## src/common/kbest_consts.svh

```systemverilog
`ifndef KBEST_CONSTS_SVH
`define KBEST_CONSTS_SVH

// datapath widths
`define KB_SAMPLE_W   16
`define KB_COEF_W     16
`define KB_ERR_W      24
`define KB_PED_W      32

// tree shape of one detection step
`define KB_N_PARENT   4
`define KB_N_CAND     4
`define KB_N_LEVEL    8
`define KB_N_SURV     8

// wishbone word address width
`define KB_ADR_W      6

// register map, word addresses
`define KB_ADR_CTRL   0
`define KB_ADR_Y1     1
`define KB_ADR_Y2     2
`define KB_ADR_R11    3
`define KB_ADR_R22    4
// three words per parent: ped, isum_hi, isum_lo
`define KB_ADR_PARENT 8
// two words per survivor: ped, info
`define KB_ADR_RESULT 32

`endif

```

## src/common/kbest_pkg.sv

```systemverilog
`include "kbest_consts.svh"

package kbest_pkg;

  // signed datapath values
  typedef logic signed [`KB_SAMPLE_W-1:0] sample_t;
  typedef logic signed [`KB_COEF_W-1:0]   coef_t;
  typedef logic signed [`KB_ERR_W-1:0]    err_t;
  // accumulated distance, never negative
  typedef logic [`KB_PED_W-1:0]           ped_t;

  // 8-pam code c maps to level 2c-7
  typedef logic [2:0] level_code_t;
  typedef logic [1:0] parent_idx_t;

  // wishbone classic, master to slave
  typedef struct packed {
    logic                 cyc;
    logic                 stb;
    logic                 we;
    logic [`KB_ADR_W-1:0] adr;
    logic [31:0]          dat;
  } wb_req_t;

  // wishbone classic, slave to master
  typedef struct packed {
    logic        ack;
    logic [31:0] dat;
  } wb_rsp_t;

  // parent path with interference sums already formed
  typedef struct packed {
    ped_t    ped;
    sample_t isum_hi;
    sample_t isum_lo;
  } parent_t;

  typedef struct packed {
    level_code_t code;
    err_t        err;
  } cand_t;

  typedef struct packed {
    ped_t        ped;
    parent_idx_t parent;
    level_code_t code_hi;
    level_code_t code_lo;
  } child_t;

  typedef enum logic [1:0] {
    IDLE,
    SLICE,
    ISSUE,
    DRAIN
  } ctrl_state_e;

endpackage

```

## src/survivor_sort/survivor_sorter.sv

```systemverilog
`timescale 1ns/1ps
`include "kbest_consts.svh"

module survivor_sorter (
  input  logic              clk,
  input  logic              rst,
  input  logic              clear,
  input  kbest_pkg::child_t child,
  input  logic              child_valid,
  output kbest_pkg::child_t surv_list [`KB_N_SURV]
);

  // empty slot marker, sorts after any real child
  localparam kbest_pkg::child_t EMPTY = '{ped: '1, default: '0};

  kbest_pkg::child_t     ent [`KB_N_SURV];
  kbest_pkg::child_t     ent_nxt [`KB_N_SURV];
  logic [`KB_N_SURV-1:0] gt;
  logic                  sorted;

  always_comb begin
    // strict compare keeps equal peds in arrival order
    for (int k = 0; k < `KB_N_SURV; k++) begin
      gt[k] = ent[k].ped > child.ped;
    end
    // gt is 0..0 1..1 over a sorted list, first 1 is the insert slot
    ent_nxt[0] = gt[0] ? child : ent[0];
    for (int k = 1; k < `KB_N_SURV; k++) begin
      if (!gt[k])
        ent_nxt[k] = ent[k];
      else if (gt[k-1])
        ent_nxt[k] = ent[k-1];
      else
        ent_nxt[k] = child;
    end
  end

  // last entry falls off the end when a better child arrives
  always_ff @(posedge clk) begin
    if (rst || clear) begin
      for (int k = 0; k < `KB_N_SURV; k++) begin
        ent[k] <= EMPTY;
      end
    end else if (child_valid) begin
      ent <= ent_nxt;
    end
  end

  // empty slots read back as zero
  always_comb begin
    for (int k = 0; k < `KB_N_SURV; k++) begin
      if (ent[k].ped == EMPTY.ped)
        surv_list[k] = '0;
      else
        surv_list[k] = ent[k];
    end
  end

  always_comb begin
    sorted = 1'b1;
    for (int k = 0; k + 1 < `KB_N_SURV; k++) begin
      if (ent[k].ped > ent[k+1].ped)
        sorted = 1'b0;
    end
  end

  // list stays in ascending ped order through every insertion
  a_list_sorted: assert property (@(posedge clk) disable iff (rst) sorted);

endmodule

```

## config.mk

```make
export PLATFORM = sky130hd
export DESIGN_NAME = survivor_sorter
export DESIGN_NICKNAME = d
export VERILOG_FILES = /design/src/common/kbest_pkg.sv /design/src/survivor_sort/survivor_sorter.sv
export VERILOG_INCLUDE_DIRS = /design/src /design/src/common
export SDC_FILE = /design/constraint.sdc
export NUM_CORES = 1
export LEC_CHECK = 0
export ABC_AREA = 1
export BUFFER_PORTS_ARGS = -buffer_cell sky130_fd_sc_hd__buf_2
export CAP_MARGIN = 20
export CORE_MARGIN = 2
export CORE_UTILIZATION = 55
export CTS_BUF_LIST = sky130_fd_sc_hd__clkbuf_2
export DETAILED_ROUTE_END_ITERATION = 7
export GPL_ROUTABILITY_DRIVEN = 0
export GPL_TIMING_DRIVEN = 0
export PLACE_DENSITY = 0.78
export SLEW_MARGIN = 20
export SYNTH_ARGS = -nofsm -noshare
export SYNTH_HDL_FRONTEND = slang
export SYNTH_SLANG_ARGS = --single-unit
```

## constraint.sdc

```tcl
create_clock -name clk -period 2.4 [get_ports clk]
set_input_delay 0 -clock clk [delete_from_list [all_inputs] [get_ports clk]]
set_output_delay 0 -clock clk [all_outputs]
set_load 0.005 [all_outputs]
```

# Word-level counts from Yosys, hierarchy flattened
# Index checks and enable logic that the tools add are counted.
# totals
reg_bits	320
elab_cells	72
out_inout_bits	320
# op_classes
mux	15
n_lt_le_gt_ge	8
n_eq_ne	8
n_reduce_logical	9
# op_table
op	n
$mux W40	15
$eq A32 B32 Y1 const B	8
$gt A32 B32 Y1	8
$reduce_and A2 Y1	8
$logic_or A1 B1 Y1	1

# Longest topological paths before layout
# depth
depth_word	2
depth_mapped	19
ltp_nobuf	18

# Least setup slack after synthesis
# Ideal clock, no wire load.
# synth_timing
kind	input to register
startpoint	input port child[39] in the netlist's numbering
endpoint	register ent[250] in the netlist's numbering
arrival_time_ns	1.758
path_buffers	1
required_time_ns	2.266
path_stages	12
setup_ns	0.134
path_slack_ns	0.508
cell_sequence	clkinv_1 -> ha_1 -> nand2_1 -> nor2_1 -> nand2_1 -> nor4_2 -> nand2_1 -> nand2_1 -> buf_2 -> nand2_1 -> nand3_1 -> nand3_1
# synth_via
elab_chain_cells	2
# synth_lines
item	line_no	text
start: declaration	survivor_sorter.sv:8	input kbest_pkg::child_t child,
$gt A32 B32 Y1	survivor_sorter.sv:24	gt[k] = ent[k].ped > child.ped;
$mux W40 or $reduce_and A2 Y1 (tied branches)	-	
end signal: assignment	survivor_sorter.sv:45	ent <= ent_nxt;
end: declaration	survivor_sorter.sv:16	kbest_pkg::child_t ent [`KB_N_SURV];
# Parallel ways exist; a longest one is shown, timed or not.
# A chain may end at the register's enable or synchronous reset.

==> metrics.yaml <==
status: "complete, but fails checks"
violations: "setup timing"
vdd_ir_drop_max_mv: 0.3654
crit_path_max_incr_delay_ns: 0.38
ys_seq_area_share_pct: 27.41
top_regs: "ent x320"
critPathTopFamily: "simple AND/OR/NAND/NOR gates"
port_buffers: 354
start_util_pct: 55.71
fp.dieW_um: 210.1
reg2reg_to: "ent[218]"
power_density_nw_per_um2: 553.4
syn_to_final_growth_pct: 40.25
start_kind: "flip-flop"
vias_per_cell: 5.779
clock.fmax_ghz: 0.3374
r2r_setup_slack_ns: -0.30
avgSynthCellArea_um2: 6.263
dieArea_um2: 44150
via_count: 28900
drive_above_1_share_pct: 33.88
coreArea_um2: 41950
fin_ws_ns: -0.5636
worst_ep_required_time_ns: 2.40
wl_per_cell_um: 19.01
cp_max_fo: 8
drt_pass1_iterations: 7
postRouteAntennaNets: 0
fin_util_pct: 78.13
crit_chain: "inv_4 > nor4_4 > nand4_1 > nor2_4 > buf_12 > clkbuf_16 > nor2_4 > buf_2"
final_common_cell: "nand2_1"
end_kind: "output pin"
yosys.cell_types.count: 30
root_buffer: "clkbuf_2"
crit_type: "flip-flop to output pin"
clk_path_buf_depth: 3
crit_path_frequent_cell: "nor2_4"
drc: 0
tightest_slew_ns: 1.176
hold_depth: 4
rsz0062_at_grt: "yes"
final-max-slew-violation-count: 0
min_period_ns: 2.964
cts_tree: "yes"
regMostFlops: "ent"
grt_pass1_wl_um: 133500
die_y_um: 210.1
ys_seq_elements: 320
place_hpwl_um: 62320
synth_nets: 4031
rows: 75
hold_end: "ent[302]"
rr_worst_depth: 14
maxSlewHeadroom_pct: 21.35
synth_area_leaders: "dfxtp_1, nand3_1, nand2_1"
largest_reg_flops: 320
critPathBufInv: 4
maxCapViolCount: 0
hold_violations: 0
power_mw: 18.14
p_leak_nw: 16.67
yosysTopAreaCellShare_pct: 27.41
cp.arrival_ns: 2.96
grtUsageTotal_pct: 37.92
yosys_warnings: 0
cts.sinks: 320
finalCritPeriodShare_pct: 123.5
clk_latency_ns: 1.10
syn_area_um2: 23370
cts-htree-levels: 3
antenna_found_initial: 1
syn_inst: 3731
slowest_stage: "dfxtp_2"
worst_hold_path_type: "input port to flip-flop"
cts_made_buffers: 85
drt_wl_total_um: 95030
place_ws_ns: -0.9944
setup_violations: 456
synth_top_area_cell: "dfxtp_1"
fin_nets: 4699
initialDrtViolationCount: 3265
cts.clk_slew.worst_paths_ns: 0.13
overflow: 0
most-common-layout-cells: "nand2_1, nand3_1, buf_2"
grt_max_degree: 17
grt_pass1_vias: 26170
min_from: "child[22]"
reg2reg_from: "ent[263]"
ios: 364
fin_skew_ns: 0.1056
## logic make-up after synthesis
kind of cell,share of synthesized area (%)
simple gates,39.96
buf+inv,11.75
flops,27.41
compound gates,7.164
fa+ha+maj,13.71
## routing by layer
metal | vias up | wire [um] | GRT usage (%)
met5 | - | 0 | 0
met4 | 0 | 8013 | 26.51
met3 | 528 | 9268 | 5.453
met2 | 1797 | 43780 | 64.06
met1 | 13020 | 33970 | 44.42
li1 | 13550 | - | -
## where the power goes
part           total [mW]  switching (mW)  internal (mW)
Sequential           5.84           0.238           5.60
Combinational        8.11            4.69           3.42
Clock                4.19            2.52           1.67
## worst reg2reg max path, cell delays in order, from the launching register on
cell and delay [ns]:
dfxtp_2 0.36, buf_4 0.14, ha_1 0.31, a21oi_1 0.25, o21ai_0 0.15, a21oi_1 0.20
nand2_1 0.12, nand2_2 0.09, nand2_4 0.07, buf_4 0.17, nand2_4 0.16, buf_4 0.20
nand2_1 0.07, nand3_1 0.13, nand3_1 0.10
## Yosys cell counts (all sizes together)
| master | count |
|---|---|
| nand2 | 889 |
| nand3 | 708 |
| nor2 | 458 |
| inv | 439 |
| dfxtp | 320 |
| ha | 256 |
| a21oi | 198 |
| buf | 111 |
| clkbuf | 107 |
| nor4 | 66 |
| o21ai | 54 |
| nand4 | 35 |
| o211ai | 32 |
| clkinv | 31 |
| o21a | 11 |
| a21o | 10 |
| nor3 | 2 |
| o21bai | 2 |
| nor2b | 1 |
| nor3b | 1 |
## how the worst max path moves through the flow
stage	endpoint	start	slack, ns	depth (start not counted)
2_1_floorplan	ent[250]	child[39]	0.51	12
3_3_place_gp	ent[240]	child[39]	-0.98	15
3_5_place_dp	ent[201]	child[39]	-0.99	15
4_1_cts	surv_list[175]	ent[182]	-0.42	8
5_1_grt	surv_list[217]	ent[232]	-0.54	8
6_report	surv_list[257]	ent[263]	-0.56	8
## timing repair
| action | CTS | global route |
|---|---|---|
| setup buffers | 88 | 52 |
| endpoints found under the setup margin | 581 | 640 |
| pin swaps | 55 | 90 |
| resized for setup | 579 | 751 |
| endpoints found under the hold margin | 320 | 0 |
| gates cloned | 25 | 17 |
| hold buffers | 55 | 0 |
## layout make-up
type | count | area [um^2]
multi-input combinational | 2723 | 16730
fill | 2920 | 9173
sequential | 320 | 6634
timing repair buffer | 588 | 4257
inverter | 470 | 1956
buffer | 211 | 1715
tap | 539 | 674.4
clock buffer | 107 | 535.5
clock inverter | 41 | 271.5
antenna | 1 | 2.502
## per-stage QoR
stage / instance area [um^2] / TNS, ns / instances / hold WS [ns]
floorplan: 23370 / 0 / 3731 / 0.2754
global placement: 25810 / -287.41 / 4624 / 0.3916
detailed placement: 25810 / -295.53 / 4624 / 0.3907
CTS: 30000 / -99.48 / 4939 / 0.1068
global route: 32770 / -156.53 / 5000 / 0.1463
finish: 32770 / -149.44 / 5000 / 0.08290
Note: power is estimated with default switching activity, not from simulation.
