--- src/common/kbest_consts.svh ---
`ifndef KBEST_CONSTS_SVH
`define KBEST_CONSTS_SVH

// datapath widths
`define KB_SAMPLE_W   16
`define KB_COEF_W     16
`define KB_ERR_W      24
`define KB_PED_W      32

// tree shape of one detection step
`define KB_N_PARENT   4
`define KB_N_CAND     4
`define KB_N_LEVEL    8
`define KB_N_SURV     8

// wishbone word address width
`define KB_ADR_W      6

// register map, word addresses
`define KB_ADR_CTRL   0
`define KB_ADR_Y1     1
`define KB_ADR_Y2     2
`define KB_ADR_R11    3
`define KB_ADR_R22    4
// three words per parent: ped, isum_hi, isum_lo
`define KB_ADR_PARENT 8
// two words per survivor: ped, info
`define KB_ADR_RESULT 32

`endif

--- src/common/kbest_pkg.sv ---
`include "kbest_consts.svh"

package kbest_pkg;

  // signed datapath values
  typedef logic signed [`KB_SAMPLE_W-1:0] sample_t;
  typedef logic signed [`KB_COEF_W-1:0]   coef_t;
  typedef logic signed [`KB_ERR_W-1:0]    err_t;
  // accumulated distance, never negative
  typedef logic [`KB_PED_W-1:0]           ped_t;

  // 8-pam code c maps to level 2c-7
  typedef logic [2:0] level_code_t;
  typedef logic [1:0] parent_idx_t;

  // wishbone classic, master to slave
  typedef struct packed {
    logic                 cyc;
    logic                 stb;
    logic                 we;
    logic [`KB_ADR_W-1:0] adr;
    logic [31:0]          dat;
  } wb_req_t;

  // wishbone classic, slave to master
  typedef struct packed {
    logic        ack;
    logic [31:0] dat;
  } wb_rsp_t;

  // parent path with interference sums already formed
  typedef struct packed {
    ped_t    ped;
    sample_t isum_hi;
    sample_t isum_lo;
  } parent_t;

  typedef struct packed {
    level_code_t code;
    err_t        err;
  } cand_t;

  typedef struct packed {
    ped_t        ped;
    parent_idx_t parent;
    level_code_t code_hi;
    level_code_t code_lo;
  } child_t;

  typedef enum logic [1:0] {
    IDLE,
    SLICE,
    ISSUE,
    DRAIN
  } ctrl_state_e;

endpackage

--- src/hdl/ped_calc.sv ---
`timescale 1ns/1ps
`include "kbest_consts.svh"

module ped_calc (
  input  logic                   clk,
  input  logic                   rst,
  input  logic                   child_valid,
  input  logic [1:0]             rank_hi,
  input  logic [1:0]             rank_lo,
  input  kbest_pkg::parent_idx_t parent_idx,
  input  kbest_pkg::ped_t        parent_ped,
  input  kbest_pkg::cand_t       cand_hi [`KB_N_CAND],
  input  kbest_pkg::cand_t       cand_lo [`KB_N_CAND],
  output kbest_pkg::child_t      child,
  output logic                   child_out_valid
);

  kbest_pkg::cand_t                sel_hi;
  kbest_pkg::cand_t                sel_lo;
  // full-width products before trimming to the ped width
  logic signed [2*`KB_ERR_W-1:0]   prod_hi;
  logic signed [2*`KB_ERR_W-1:0]   prod_lo;
  kbest_pkg::ped_t                 ped_sum;

  // m picks from the upper row, i from the lower row
  assign sel_hi  = cand_hi[rank_hi];
  assign sel_lo  = cand_lo[rank_lo];
  assign prod_hi = sel_hi.err * sel_hi.err;
  assign prod_lo = sel_lo.err * sel_lo.err;
  assign ped_sum = parent_ped + prod_hi[`KB_PED_W-1:0] + prod_lo[`KB_PED_W-1:0];

  always_ff @(posedge clk) begin
    if (rst) begin
      child_out_valid <= 1'b0;
    end else begin
      child_out_valid <= child_valid;
    end
  end

  always_ff @(posedge clk) begin
    if (child_valid) begin
      child <= '{ped: ped_sum, parent: parent_idx, code_hi: sel_hi.code, code_lo: sel_lo.code};
    end
  end

endmodule

--- config.mk ---
export PLATFORM = sky130hd
export DESIGN_NAME = ped_calc
export DESIGN_NICKNAME = d
export VERILOG_FILES = /design/src/common/kbest_pkg.sv /design/src/hdl/ped_calc.sv
export VERILOG_INCLUDE_DIRS = /design/src /design/src/common
export SDC_FILE = /design/constraint.sdc
export NUM_CORES = 2
export LEC_CHECK = 0
export ABC_CLOCK_PERIOD_IN_PS = 17800
export BUFFER_PORTS_ARGS = -buffer_cell sky130_fd_sc_hd__buf_4
export CAP_MARGIN = 20
export CORE_ASPECT_RATIO = 0.6
export CORE_MARGIN = 1
export CORE_UTILIZATION = 29
export CTS_BUF_LIST = sky130_fd_sc_hd__clkbuf_16
export DETAILED_ROUTE_END_ITERATION = 10
export PLACE_DENSITY = 0.55
export SETUP_SLACK_MARGIN = 0.5
export SYNTH_ARGS = -nofsm -noshare
export SYNTH_HDL_FRONTEND = slang
export SYNTH_SLANG_ARGS = --single-unit
--- constraint.sdc ---
create_clock -name clk -period 17.8 [get_ports clk]
set_clock_uncertainty 0.2 [all_clocks]
set_input_delay 3.56 -clock clk [delete_from_list [all_inputs] [get_ports clk]]
set_output_delay 3.56 -clock clk [all_outputs]
set_load 0.05 [all_outputs]
Word level (Yosys, flattened, before mapping)
Cells that the tools add are included.

word-level totals
  register bits = 41
  input port bits = 257
  output and inout bits = 41
  word-level logic and storage cells = 19

cells by class
  add/sub/neg operators = 2
  multiply operators = 2
  magnitude comparators = 2
  multiplexer cells = 6
  bitwise gates (word level) = 2

operators with widths
  cell                                            number
  27-bit binary-select mux with 2-bit select      2
  27-bit 2-to-1 mux                               4
  32-bit adder                                    2
  24-bit by 24-bit multiplier with 32-bit output  2
  3-bit >= comparator, second input constant      2
  2-bit inverter with 3-bit output                2

Logic depth before layout (Yosys ltp)
  depth after elaboration = 7
  mapped depth = 37
  gate-level depth less buffers = 32

Worst setup path before layout
Ideal clock, no wire load.

  kind = input to register
  start point = input port rank_lo[1]
  end point = register child[39] (netlist name), data pin
  arrival = 11.585 ns
  slack = 5.757 ns
  stages = 33
  buffers on the path = 5
  cell sequence = buf_2 -> buf_6 -> buf_2 -> mux2_2 -> o21ai_2 -> clkbuf_1 -> nor2_1 -> fa_1 -> inv_1 -> fa_1 -> inv_1 -> fa_1 -> inv_1 -> fa_1 -> inv_1 -> fa_1 -> fa_1 -> fa_1 -> fa_1 -> inv_1 -> fa_1 -> inv_1 -> ha_1 -> clkbuf_1 -> nor2_1 -> nor2_1 -> a2111o_1 -> o211ai_1 -> o21ai_0 -> nor4_2 -> a211oi_1 -> o22a_1 -> xnor2_1

on the way
  cells in the longest elaborated chain, start to end = 6

ends and longest elaborated chain
  what                                                    RTL line        text
  from (decl)                                             ped_calc.sv:9   input logic [1:0] rank_lo,
  2-bit inverter with 3-bit output (implied by the code)  ped_calc.sv:27  assign sel_lo = cand_lo[rank_lo];
  27-bit binary-select mux with 2-bit select              ped_calc.sv:27
  27-bit 2-to-1 mux (implied by the code) (2 in a row)    ped_calc.sv:27
  24-bit by 24-bit multiplier with 32-bit output          ped_calc.sv:29  assign prod_lo = sel_lo.err * sel_lo.err;
  32-bit adder                                            ped_calc.sv:30  assign ped_sum = parent_ped + prod_hi[`KB_PED_W-1:0] + prod_lo[`KB_PED_W-1:0];
  net ped_sum[31]                                         ped_calc.sv:23  kbest_pkg::ped_t ped_sum;
  to (signal assigned)                                    ped_calc.sv:42  child <= '{ped: ped_sum, parent: parent_idx, code_hi: sel_hi.code, code_lo: sel_lo.code};
  to (decl)                                               ped_calc.sv:14  output kbest_pkg::child_t child,

The timed path passes the listed nets, and every way through them passes these cells. The select of a mux whose other input is x is not followed.
A chain may end at the register's enable or synchronous reset.

Worst setup path in the final report
  start point = input port rank_lo[1]
  end point = register child[38] (netlist name), data pin

The elaborated chain is that of the path after synthesis.

==> flow_metrics.tcl <==
set metrics [dict create \
    outcome "completed" \
    drt_iter0_drc 1192 \
    grt_usage_pct 17.9 \
    relSlewSlack_pct 26.6 \
    yosysTopAreaCellShare_pct 53.8 \
    ys_top_cells_by_area "fa_1 (54%), inv_1 (13%), ha_1 (9.3%)" \
    synth-xor-area-share_pct 2.94 \
    yosys_warnings 0 \
    clk_pin_slew_ns 0.10 \
    fin_tns_setup_ns 0 \
    drc_errors 0 \
    synth.most_common_cell "inv_1" \
    rsz0062_at_grt "no" \
    grt_pass1_wl_um 134000 \
    yosys-top-cells-count "inv_1 (994), fa_1 (767), nor2_1 (260)" \
    antenna_found_initial 1 \
    clockBufferDepth 2 \
    final_max_slew_viol_count 0 \
    synth_compound_area_share_pct 3.51 \
    postCtsSetupBuffers 0 \
    dp_hpwl_um 77000 \
    hold_violations 0 \
    min_path_type "in2reg" \
    cts.sinks 41 \
    grt_pass1_vias 22200 \
    cp_max_fo 50 \
    clockRootBuffer "clkbuf_16" \
    synth_fa_ha_area_share_pct 63.1 \
    synth-seq-cells 41 \
    numCtsBuffers 5 \
    synth.yosys.seq_area_share_pct 4.28 \
    async_flop_share_pct 0 \
    routed_wirelength_um 85900 \
    arrival_ns 13.25 \
    synthSimpleGateAreaFrac_pct 7.61 \
    tritoncts "yes" \
    num_rows 88 \
    grt_start_max_net_pins 60 \
    avgSynthCellArea_um2 9.54 \
    fmax_mhz 74.9 \
    cts_resized 0 \
    dieArea_um2 99800 \
    overflow 0 \
    synthesis.nets 4231 \
    fp.dieH_um 245 \
    critPathLaunchType "input pin" \
    io_buffers 297 \
    initial_core_util_pct 29.5 \
    ant_nets 0 \
    drive_above_1_share_pct 13.1 \
    drv_cap 0 \
    post-route-period-util_pct 75.0 \
    final_nets 4500 \
    avgViaCountPerCell 4.41 \
    synth_top_family_by_area "adder cells" \
    ys.flop_type "edfxtp_1" \
    vias 20200 \
    die_width_um 407 \
    netlist_area_um2 28600 \
    required_ns 17.71 \
    num_io_pins 298 \
    area_growth_pct 13.9 \
    synth-edff-count 40 \
    setup_viol 0 \
    max_slew.worst_pin.slew_ns 1.10 \
    dr.pass1.iters 5 \
    synth_mux_area_share_pct 4.15 \
    gp_congestion 0.929 \
    cts_max_level 2 \
    fp.coreArea_um2 96800 \
    min_period_ns 13.34 \
    yosysUniqueCellTypes 55 \
    wl_per_cell_um 18.8 \
    ctsHoldBuffers 0 \
    endpoint_kind "flip-flop" \
    synth_top_area_cell "fa_1" \
    syn_inst 2994 \
    worstSetupPathType "in2reg" \
]
-- cells by family after synthesis --
group,count (synthesis)
XOR/XNOR,96
flip-flops,41
multiplexers,101
adder cells (fa/ha/maj),980
AND/OR/NAND/NOR,550
buffers and inverters,1081
AO/OA/AOI/OAI,145
-- routing by layer --
layer / up-vias / share of wire (%) / GRT usage [%]
li1: 9049 / - / -
met1: 10400 / 46 / 26.0
met2: 677 / 44 / 27.2
met3: 57 / 9.4 / 4.83
met4: 0 / 1.0 / 2.26
met5: - / 0 / 0
-- area by class of cell --
cell class	count	area, um^2
Fill cell	10000	64200
Inverter	1006	3780
Multi-Input combinational cell	1872	23200
Tap cell	1305	1630
Timing Repair Buffer	337	2530
Sequential cell	41	1220
Clock inverter	3	18.8
Clock buffer	5	125
Antenna cell	2	5.00
-- per-stage QoR --
| stage | worst slack [ns] | hold WS, ns | std cells | utilization (%) | instance area, um^2 |
|---|---|---|---|---|---|
| floorplan | 5.76 | 3.43 | 2994 | - | 28600 |
| global placement | 4.24 | 3.52 | 4561 | 33.5 | 32400 |
| detailed placement | 4.25 | 3.52 | 4561 | 33.5 | 32400 |
| CTS | 4.64 | 3.15 | 4569 | 33.6 | 32500 |
| global route | 4.08 | 3.18 | 4569 | 33.6 | 32500 |
| finish | 4.46 | 3.16 | 4571 | 33.6 | 32500 |
-- placed cells by master, fill, tap and decap left out, drive strengths merged, types with 29 or more instances in the layout --
cell	synthesis	routed
buf	35	337
edfxtp	40	40
fa	767	767
ha	213	213
inv	999	1000
mux2	46	46
mux2i	47	47
nand2	251	251
nor2	262	262
o21a	29	29
o21ai	52	52
xnor2	79	79
-- worst max-delay path, cell delays in order --
cell and delay [ns]:
buf_4 0.57, mux2_2 0.42, o21ai_2 0.10, buf_4 0.31, clkinv_1 0.57, nand2_1 0.34, inv_1 0.09, fa_1 0.50
fa_1 0.49, inv_1 0.05, fa_1 0.51, fa_1 0.55, inv_1 0.05, fa_1 0.48, fa_1 0.57, fa_1 0.43
fa_1 0.50, inv_1 0.05, fa_1 0.53, inv_1 0.06, ha_1 0.40, nand4_1 0.18, nor2_1 0.29, o21ai_0 0.13
o21ai_0 0.78, nand2_1 0.22, o31ai_1 0.34, xor2_1 0.11
-- state kept, by name (all words and copies together), names as in the netlist --
register         flops
child               40
child_out_valid      1
-- final timing paths --
check	startpoint	endpoint	slack, ns	cells after the start
worst max-delay path	rank_lo[1]	child[38]$_DFFE_PP_	4.46	28
worst min-delay path	rst	child_out_valid$_SDFF_PP0_	3.16	2
Power is left out: the tool's default activity adds up to more than one toggle a clock period on the data nets, which glitch-free logic cannot reach.
